<file path="src/hdl/rv64ExecPkg.sv">
package rv64ExecPkg;

    // register value, operand or result
    typedef logic [63:0] wordT;

    // raw instruction word
    typedef logic [31:0] instrT;

    // major opcode, instr[6:0]
    typedef logic [6:0] opcodeT;

    // minor opcode, instr[14:12]
    typedef logic [2:0] func3T;

    // instr[31:25], sub/sra select in bit 5
    typedef logic [6:0] func7T;

    // architectural register index
    typedef logic [4:0] regIdxT;

    // integer register-register ops
    localparam opcodeT OP_OP     = 7'b011_0011;
    // integer register-immediate ops
    localparam opcodeT OP_OP_IMM = 7'b001_0011;
    // 32-bit register-register ops, result sign-extended
    localparam opcodeT OP_OP_32  = 7'b011_1011;
    // 32-bit register-immediate ops
    localparam opcodeT OP_IMM_32 = 7'b001_1011;
    // load upper immediate
    localparam opcodeT OP_LUI    = 7'b011_0111;
    // pc plus upper immediate
    localparam opcodeT OP_AUIPC  = 7'b001_0111;

    // funct3 codes shared by OP, OP-IMM and the 32-bit forms
    localparam func3T F3OP_ADD_SUB = 3'b000;
    localparam func3T F3OP_SLL     = 3'b001;
    localparam func3T F3OP_SLT     = 3'b010;
    localparam func3T F3OP_SLTU    = 3'b011;
    localparam func3T F3OP_XOR     = 3'b100;
    // srl or sra, picked by funct7
    localparam func3T F3OP_SRX     = 3'b101;
    localparam func3T F3OP_OR      = 3'b110;
    localparam func3T F3OP_AND     = 3'b111;

    // plain form
    localparam func7T F7_BASE = 7'b000_0000;
    // sub and sra
    localparam func7T F7_ALT  = 7'b010_0000;

endpackage

</file>
<file path="src/hdl/instrDecode.sv">
`timescale 1ns/100ps

module instrDecode (
    input  logic                clk,
    input  logic                rstN,
    input  logic                inValid,
    input  rv64ExecPkg::instrT  instr,
    input  rv64ExecPkg::wordT   pc,
    input  rv64ExecPkg::wordT   rs1Value,
    input  rv64ExecPkg::wordT   rs2Value,
    output rv64ExecPkg::wordT   aOp,
    output rv64ExecPkg::wordT   bOp,
    output rv64ExecPkg::func3T  func3,
    output rv64ExecPkg::func7T  func7,
    output rv64ExecPkg::opcodeT op,
    output rv64ExecPkg::regIdxT decRd,
    output logic                decValid,
    output logic                decIllegal
);

    // raw instruction fields
    rv64ExecPkg::opcodeT opcode;
    rv64ExecPkg::regIdxT rdIdx;
    rv64ExecPkg::func3T  f3;
    rv64ExecPkg::func7T  f7;
    rv64ExecPkg::wordT   immI;
    rv64ExecPkg::wordT   immU;

    // next-state values for the decode registers
    rv64ExecPkg::wordT   aNext;
    rv64ExecPkg::wordT   bNext;
    rv64ExecPkg::func7T  f7Next;
    logic                illegal;

    assign opcode = instr[6:0];
    assign rdIdx  = instr[11:7];
    assign f3     = instr[14:12];
    assign f7     = instr[31:25];

    // I immediate, sign-extended from bit 31
    assign immI = {{52{instr[31]}}, instr[31:20]};
    // U immediate, low 12 bits zero, sign-extended to 64
    assign immU = {{32{instr[31]}}, instr[31:12], 12'b0};

    always_comb begin
        illegal = 1'b0;
        aNext   = rs1Value;
        bNext   = immI;
        // immediate arithmetic has no funct7, keep it neutral for the ALU
        f7Next  = rv64ExecPkg::F7_BASE;
        case (opcode)
            rv64ExecPkg::OP_OP: begin
                bNext  = rs2Value;
                f7Next = f7;
                if (f7 != rv64ExecPkg::F7_BASE && f7 != rv64ExecPkg::F7_ALT)
                    illegal = 1'b1;
                // alt is only sub or sra
                else if (f7 == rv64ExecPkg::F7_ALT && f3 != rv64ExecPkg::F3OP_ADD_SUB
                         && f3 != rv64ExecPkg::F3OP_SRX)
                    illegal = 1'b1;
            end
            rv64ExecPkg::OP_OP_32: begin
                bNext  = rs2Value;
                f7Next = f7;
                // only addw/subw, sllw, srlw/sraw exist
                if (f3 != rv64ExecPkg::F3OP_ADD_SUB && f3 != rv64ExecPkg::F3OP_SLL
                    && f3 != rv64ExecPkg::F3OP_SRX)
                    illegal = 1'b1;
                else if (f7 != rv64ExecPkg::F7_BASE && f7 != rv64ExecPkg::F7_ALT)
                    illegal = 1'b1;
                else if (f7 == rv64ExecPkg::F7_ALT && f3 == rv64ExecPkg::F3OP_SLL)
                    illegal = 1'b1;
            end
            rv64ExecPkg::OP_OP_IMM: begin
                if (f3 == rv64ExecPkg::F3OP_SLL || f3 == rv64ExecPkg::F3OP_SRX) begin
                    // bit 25 is shamt[5] here, not part of funct7
                    f7Next = {f7[6:1], 1'b0};
                    if (f7Next != rv64ExecPkg::F7_BASE && f7Next != rv64ExecPkg::F7_ALT)
                        illegal = 1'b1;
                    else if (f7Next == rv64ExecPkg::F7_ALT && f3 == rv64ExecPkg::F3OP_SLL)
                        illegal = 1'b1;
                end
            end
            rv64ExecPkg::OP_IMM_32: begin
                if (f3 == rv64ExecPkg::F3OP_SLL || f3 == rv64ExecPkg::F3OP_SRX) begin
                    // 5-bit shamt, so bit 25 must stay clear
                    f7Next = f7;
                    if (f7 != rv64ExecPkg::F7_BASE && f7 != rv64ExecPkg::F7_ALT)
                        illegal = 1'b1;
                    else if (f7 == rv64ExecPkg::F7_ALT && f3 == rv64ExecPkg::F3OP_SLL)
                        illegal = 1'b1;
                end
                else if (f3 != rv64ExecPkg::F3OP_ADD_SUB)
                    illegal = 1'b1;
            end
            rv64ExecPkg::OP_LUI: begin
                aNext = '0;
                bNext = immU;
            end
            rv64ExecPkg::OP_AUIPC: begin
                aNext = pc;
                bNext = immU;
            end
            // branches, loads, stores, system and the rest
            default: illegal = 1'b1;
        endcase
    end

    always_ff @(posedge clk) begin
        if (!rstN) begin
            decValid   <= 1'b0;
            decIllegal <= 1'b0;
            aOp        <= '0;
            bOp        <= '0;
            func3      <= '0;
            func7      <= '0;
            op         <= '0;
            decRd      <= '0;
        end else begin
            decValid <= inValid;
            // hold the previous item between strobes
            if (inValid) begin
                decIllegal <= illegal;
                aOp        <= aNext;
                bOp        <= bNext;
                func3      <= f3;
                func7      <= f7Next;
                op         <= opcode;
                decRd      <= rdIdx;
            end
        end
    end

endmodule

</file>
<file path="src/hdl/Alu.sv">
`timescale 1ns/100ps

module Alu
(
    // rs1, pc or zero
    input  rv64ExecPkg::wordT   a,
    // rs2 or immediate
    input  rv64ExecPkg::wordT   b,
    input  rv64ExecPkg::func3T  func3,
    input  rv64ExecPkg::func7T  func7,
    input  rv64ExecPkg::opcodeT op,
    output rv64ExecPkg::wordT   result
);

    // sub / sra select
    logic              alt;
    // 6-bit shift for 64-bit ops, 5-bit for word ops
    logic [5:0]        shamt;
    logic [4:0]        shamtW;
    // low halves for the word forms
    logic [31:0]       aW;
    logic [31:0]       bW;
    logic [31:0]       sraW;
    logic [31:0]       resW;
    rv64ExecPkg::wordT sra64;
    rv64ExecPkg::wordT res64;

    assign alt    = func7[5];
    assign shamt  = b[5:0];
    assign shamtW = b[4:0];
    assign aW     = a[31:0];
    assign bW     = b[31:0];

    // arithmetic right shifts for both widths
    assign sra64 = $signed(a) >>> shamt;
    assign sraW  = $signed(aW) >>> shamtW;

    // full-width path for OP and OP-IMM
    always_comb begin
        case (func3)
            rv64ExecPkg::F3OP_ADD_SUB: begin
                // immediates never subtract
                if (alt && op == rv64ExecPkg::OP_OP)
                    res64 = a - b;
                else
                    res64 = a + b;
            end
            rv64ExecPkg::F3OP_SLL:  res64 = a << shamt;
            rv64ExecPkg::F3OP_SLT:  res64 = {63'b0, $signed(a) < $signed(b)};
            rv64ExecPkg::F3OP_SLTU: res64 = {63'b0, a < b};
            rv64ExecPkg::F3OP_XOR:  res64 = a ^ b;
            rv64ExecPkg::F3OP_SRX:  res64 = alt ? sra64 : a >> shamt;
            rv64ExecPkg::F3OP_OR:   res64 = a | b;
            default:                res64 = a & b;
        endcase
    end

    // word path for OP-32 and OP-IMM-32
    always_comb begin
        case (func3)
            rv64ExecPkg::F3OP_SLL: resW = aW << shamtW;
            rv64ExecPkg::F3OP_SRX: resW = alt ? sraW : aW >> shamtW;
            default: begin
                // addw, subw and addiw
                // other funct3 already flagged by decode
                if (alt && op == rv64ExecPkg::OP_OP_32)
                    resW = aW - bW;
                else
                    resW = aW + bW;
            end
        endcase
    end

    // pick by major opcode
    always_comb begin
        case (op)
            rv64ExecPkg::OP_OP,
            rv64ExecPkg::OP_OP_IMM: result = res64;
            rv64ExecPkg::OP_OP_32,
            rv64ExecPkg::OP_IMM_32: result = {{32{resW[31]}}, resW};
            // lui and auipc add zero or pc
            default:                result = a + b;
        endcase
    end

endmodule

</file>
<file path="src/hdl/resultStage.sv">
`timescale 1ns/100ps

module resultStage (
    input  logic                clk,
    input  logic                rstN,
    input  logic                decValid,
    input  logic                decIllegal,
    input  rv64ExecPkg::regIdxT decRd,
    input  rv64ExecPkg::wordT   result,
    output logic                outValid,
    output logic                outIllegal,
    output rv64ExecPkg::regIdxT outRd,
    output rv64ExecPkg::wordT   outResult
);

    always_ff @(posedge clk) begin
        if (!rstN) begin
            outValid   <= 1'b0;
            outIllegal <= 1'b0;
            outRd      <= '0;
            outResult  <= '0;
        end else begin
            outValid   <= decValid;
            // flag only rides along with a strobe
            outIllegal <= decValid & decIllegal;
            // data holds between items
            if (decValid) begin
                outRd     <= decRd;
                outResult <= result;
            end
        end
    end

endmodule

</file>
<file path="src/hdl/execTop.sv">
`timescale 1ns/100ps

module execTop (
    input  logic                clk,
    input  logic                rstN,
    input  logic                inValid,
    input  rv64ExecPkg::instrT  instr,
    input  rv64ExecPkg::wordT   pc,
    input  rv64ExecPkg::wordT   rs1Value,
    input  rv64ExecPkg::wordT   rs2Value,
    output logic                outValid,
    output logic                outIllegal,
    output rv64ExecPkg::regIdxT outRd,
    output rv64ExecPkg::wordT   outResult
);

    // decode registers into ALU
    rv64ExecPkg::wordT   aOp;
    rv64ExecPkg::wordT   bOp;
    rv64ExecPkg::func3T  func3;
    rv64ExecPkg::func7T  func7;
    rv64ExecPkg::opcodeT op;
    // decode registers straight to result stage
    rv64ExecPkg::regIdxT decRd;
    logic                decValid;
    logic                decIllegal;
    // combinational ALU output
    rv64ExecPkg::wordT   result;

    // stage 1, decode and operand select
    instrDecode uDecode (
        .clk        (clk),
        .rstN       (rstN),
        .inValid    (inValid),
        .instr      (instr),
        .pc         (pc),
        .rs1Value   (rs1Value),
        .rs2Value   (rs2Value),
        .aOp        (aOp),
        .bOp        (bOp),
        .func3      (func3),
        .func7      (func7),
        .op         (op),
        .decRd      (decRd),
        .decValid   (decValid),
        .decIllegal (decIllegal)
    );

    Alu uAlu (
        .a      (aOp),
        .b      (bOp),
        .func3  (func3),
        .func7  (func7),
        .op     (op),
        .result (result)
    );

    // stage 2, capture and strobe out
    resultStage uResult (
        .clk        (clk),
        .rstN       (rstN),
        .decValid   (decValid),
        .decIllegal (decIllegal),
        .decRd      (decRd),
        .result     (result),
        .outValid   (outValid),
        .outIllegal (outIllegal),
        .outRd      (outRd),
        .outResult  (outResult)
    );

endmodule

</file>
<file path="config.mk">
export PLATFORM = sky130hd
export DESIGN_NAME = execTop
export DESIGN_NICKNAME = d
export VERILOG_FILES = /design/src/hdl/rv64ExecPkg.sv /design/src/hdl/instrDecode.sv /design/src/hdl/Alu.sv /design/src/hdl/resultStage.sv /design/src/hdl/execTop.sv
export SDC_FILE = /design/constraint.sdc
export NUM_CORES = 2
export LEC_CHECK = 0
export ABC_AREA = 1
export BUFFER_PORTS_ARGS = -buffer_cell sky130_fd_sc_hd__clkbuf_2
export CORE_UTILIZATION = 30
export CTS_CLUSTER_DIAMETER = 40
export DETAILED_ROUTE_END_ITERATION = 12
export PLACE_DENSITY = 0.44
export RECOVER_POWER = 100
export SYNTH_ARGS = -nofsm -noshare
export SYNTH_HDL_FRONTEND = slang
export SYNTH_HIERARCHICAL = 1
export SYNTH_SLANG_ARGS = --single-unit
</file>
<file path="constraint.sdc">
create_clock -name clk -period 5.4 [get_ports clk]
set_input_delay 1.08 -clock clk [delete_from_list [all_inputs] [get_ports clk]]
set_output_delay 1.08 -clock clk [all_outputs]
set_load 0.01 [all_outputs]
</file>
==> flow_metrics.tcl <==
set metrics [dict create \
    crit_type "register to register" \
    finalCriticalPeriod_ns 5.209 \
    final_cell_area_mm2 0.04358 \
    cts_resized 0 \
    hold_viol_final 0 \
    grt_pass1_vias 48479 \
    cts_made_buffers 55 \
    drt-total-wl_um 270800 \
    rr_startpoint "uDecode/bOp[0]" \
    syn_inst 7642 \
    setup_viol 0 \
    grt.total_usage_pct 39.97 \
    cts_tree "done" \
    vias_per_cell 5.640 \
    vias 53600 \
    drt_iter0_markers 7867 \
    cts_buffer_depth 3 \
    initial_core_util_pct 30.20 \
    hold_buffers 0 \
    slew_headroom_pct -107.7 \
    cp-end-kind "register" \
    die_x_um 360.3 \
    cts_setup_buffers 0 \
    finalWeightedCongestion 1.121 \
    dr.pass1.iters 9 \
    power_per_cell_area_mw_per_mm2 246.3 \
    antenna_found_initial 16 \
    syn_area_per_cell_um2 5.040 \
    core_area_mm2 0.1275 \
    area_delta_synth_final_pct 13.14 \
    critPathRequiredTime_ns 6.02 \
    failed_checks "max-capacitance violations, max-slew violations" \
    pin_count 298 \
    critPathMaxFanout 102 \
    grt_pass1_wl_um 368400 \
    finalClockSkew_ns 0.07837 \
    antenna_left 0 \
    hp-start "uDecode/decIllegal" \
    yosysWarnings 6 \
    clock-sinks 217 \
    slew_violations 225 \
    leakage_nw 24.14 \
    die_h_um 360.3 \
    overflow 0 \
    die-area_mm2 0.1298 \
    hold_path.class "register to register" \
    setup_tns_ns 0 \
    start_kind "register" \
    clock.fmax_mhz 192.0 \
    hpwl_um 223600 \
    drive_gt1_share_pct 7.517 \
    synth_fp_nets 8096 \
    placementRows 131 \
    port_buffers 297 \
    placed_area_mm2 0.04181 \
    syn-cell-area_mm2 0.03851 \
    cts_root_buf "clkbuf_16" \
    tightest_slew_ns 3.116 \
    clk_latency_ns 0.68 \
    critPathArrivalTime_ns 5.83 \
    wl_per_cell_um 28.49 \
    max_cap_viol_count 3 \
    period_share_pct 96.46 \
    status "finished with violations" \
    cts.clk_slew.worst_paths_ns 0.05 \
    vdd_drop_max_mv 0.2578 \
    grt_max_degree 162 \
    htree_levels 2 \
    drc 0 \
    rsz0062_at_grt "no" \
    finalNetCount 8244 \
    critPathLaunch "uDecode/bOp[0]" \
]
==> final cells by class <==
class / count / area [µm²]
clock buffers: 69 / 1519
diodes: 6 / 15.01
multi-input cells: 5949 / 28290
fillers: 15173 / 83940
inverters: 1092 / 4104
flip-flops and latches: 217 / 4365
repair buffers: 475 / 2811
clock inverters: 34 / 390.4
well taps: 1662 / 2079
==> cells in the final DEF, fill, tap and decap left out, types with 12 or more instances in the layout <==
| cell | n |
|---|---|
| and2_1 | 12 |
| nand2_1 | 2689 |
| buf_4 | 163 |
| a211oi_1 | 16 |
| xor2_1 | 60 |
| clkbuf_16 | 55 |
| nor2_1 | 808 |
| o211ai_1 | 106 |
| clkbuf_2 | 225 |
| a21oi_1 | 415 |
| dfxtp_1 | 210 |
| nand2_2 | 14 |
| or2_2 | 15 |
| o21a_1 | 21 |
| inv_2 | 17 |
| nand4_1 | 48 |
| clkbuf_1 | 82 |
| ha_1 | 224 |
| o22ai_1 | 15 |
| o21ai_1 | 83 |
| inv_1 | 1066 |
| a31oi_1 | 18 |
| nand3_1 | 967 |
| o21ai_0 | 257 |
| nor3_1 | 44 |
| o21bai_1 | 21 |
==> flip-flops by register name, indices dropped and copies added (netlist names), 3 cells and up <==
signal             cells
uDecode/aOp           64
uDecode/bOp           64
uDecode/decRd          5
uDecode/func3          3
uDecode/op             7
uResult/outRd          5
uResult/outResult     64
==> where the power goes <==
| group | switching, mW | internal [mW] |
|---|---|---|
| combinational | 4.04 | 1.36 |
| clock | 1.19 | 2.24 |
| sequential | 0.181 | 1.72 |
| total | 5.42 | 5.31 |
==> stage by stage <==
step                      power, mW  util, %  std cells  hold slack, ns  setup slack [ns]
final                         10.73    34.17       9504          0.4276            0.1909
after global routing          11.11    34.16       9498          0.4566           0.03328
after CTS                     10.52    34.29       9498          0.4316            0.6068
after detailed placement      7.048    32.79       9395          0.4378            0.6943
after global placement        7.086    32.79       9395          0.4308            0.7017
after floorplan               4.765        -       7642          0.4047             1.329
==> per-layer routing <==
metal / global-route usage (%) / part of all wire, % / vias to the layer above
met1: 55.88 / 43 / 25338
li1: - / - / 24418
met4: 15.02 / 4.4 / 16
met3: 9.835 / 12 / 500
met2: 58.39 / 41 / 3328
met5: 0 / 0.038 / -
==> final timing paths <==
kind                               end  slack [ns]  depth (start not counted)
hold reg to reg     uResult/outIllegal        0.43                          2
setup / recovery  uResult/outResult[4]        0.19                         18
hold / removal      uResult/outIllegal        0.43                          2
setup reg to reg  uResult/outResult[4]        0.19                         18
==> worst max-delay path, cell delays in order, from the launching register on <==
cell and delay (ns):
dfxtp_4 0.37, clkbuf_4 1.02, ha_1 0.67, fa_1 0.44
nand2_1 0.08, inv_1 0.08, nand2_1 0.05, nand2_1 0.25
xor2_1 0.17, inv_1 0.17, a211oi_1 0.84, nor4_1 0.21
nand2_1 0.13, nand2_1 0.05, nand2_1 0.26, inv_1 0.07
nand2_1 0.06, nand2_1 0.06, nor2_1 0.10
Power figures use the tool's default switching activity.
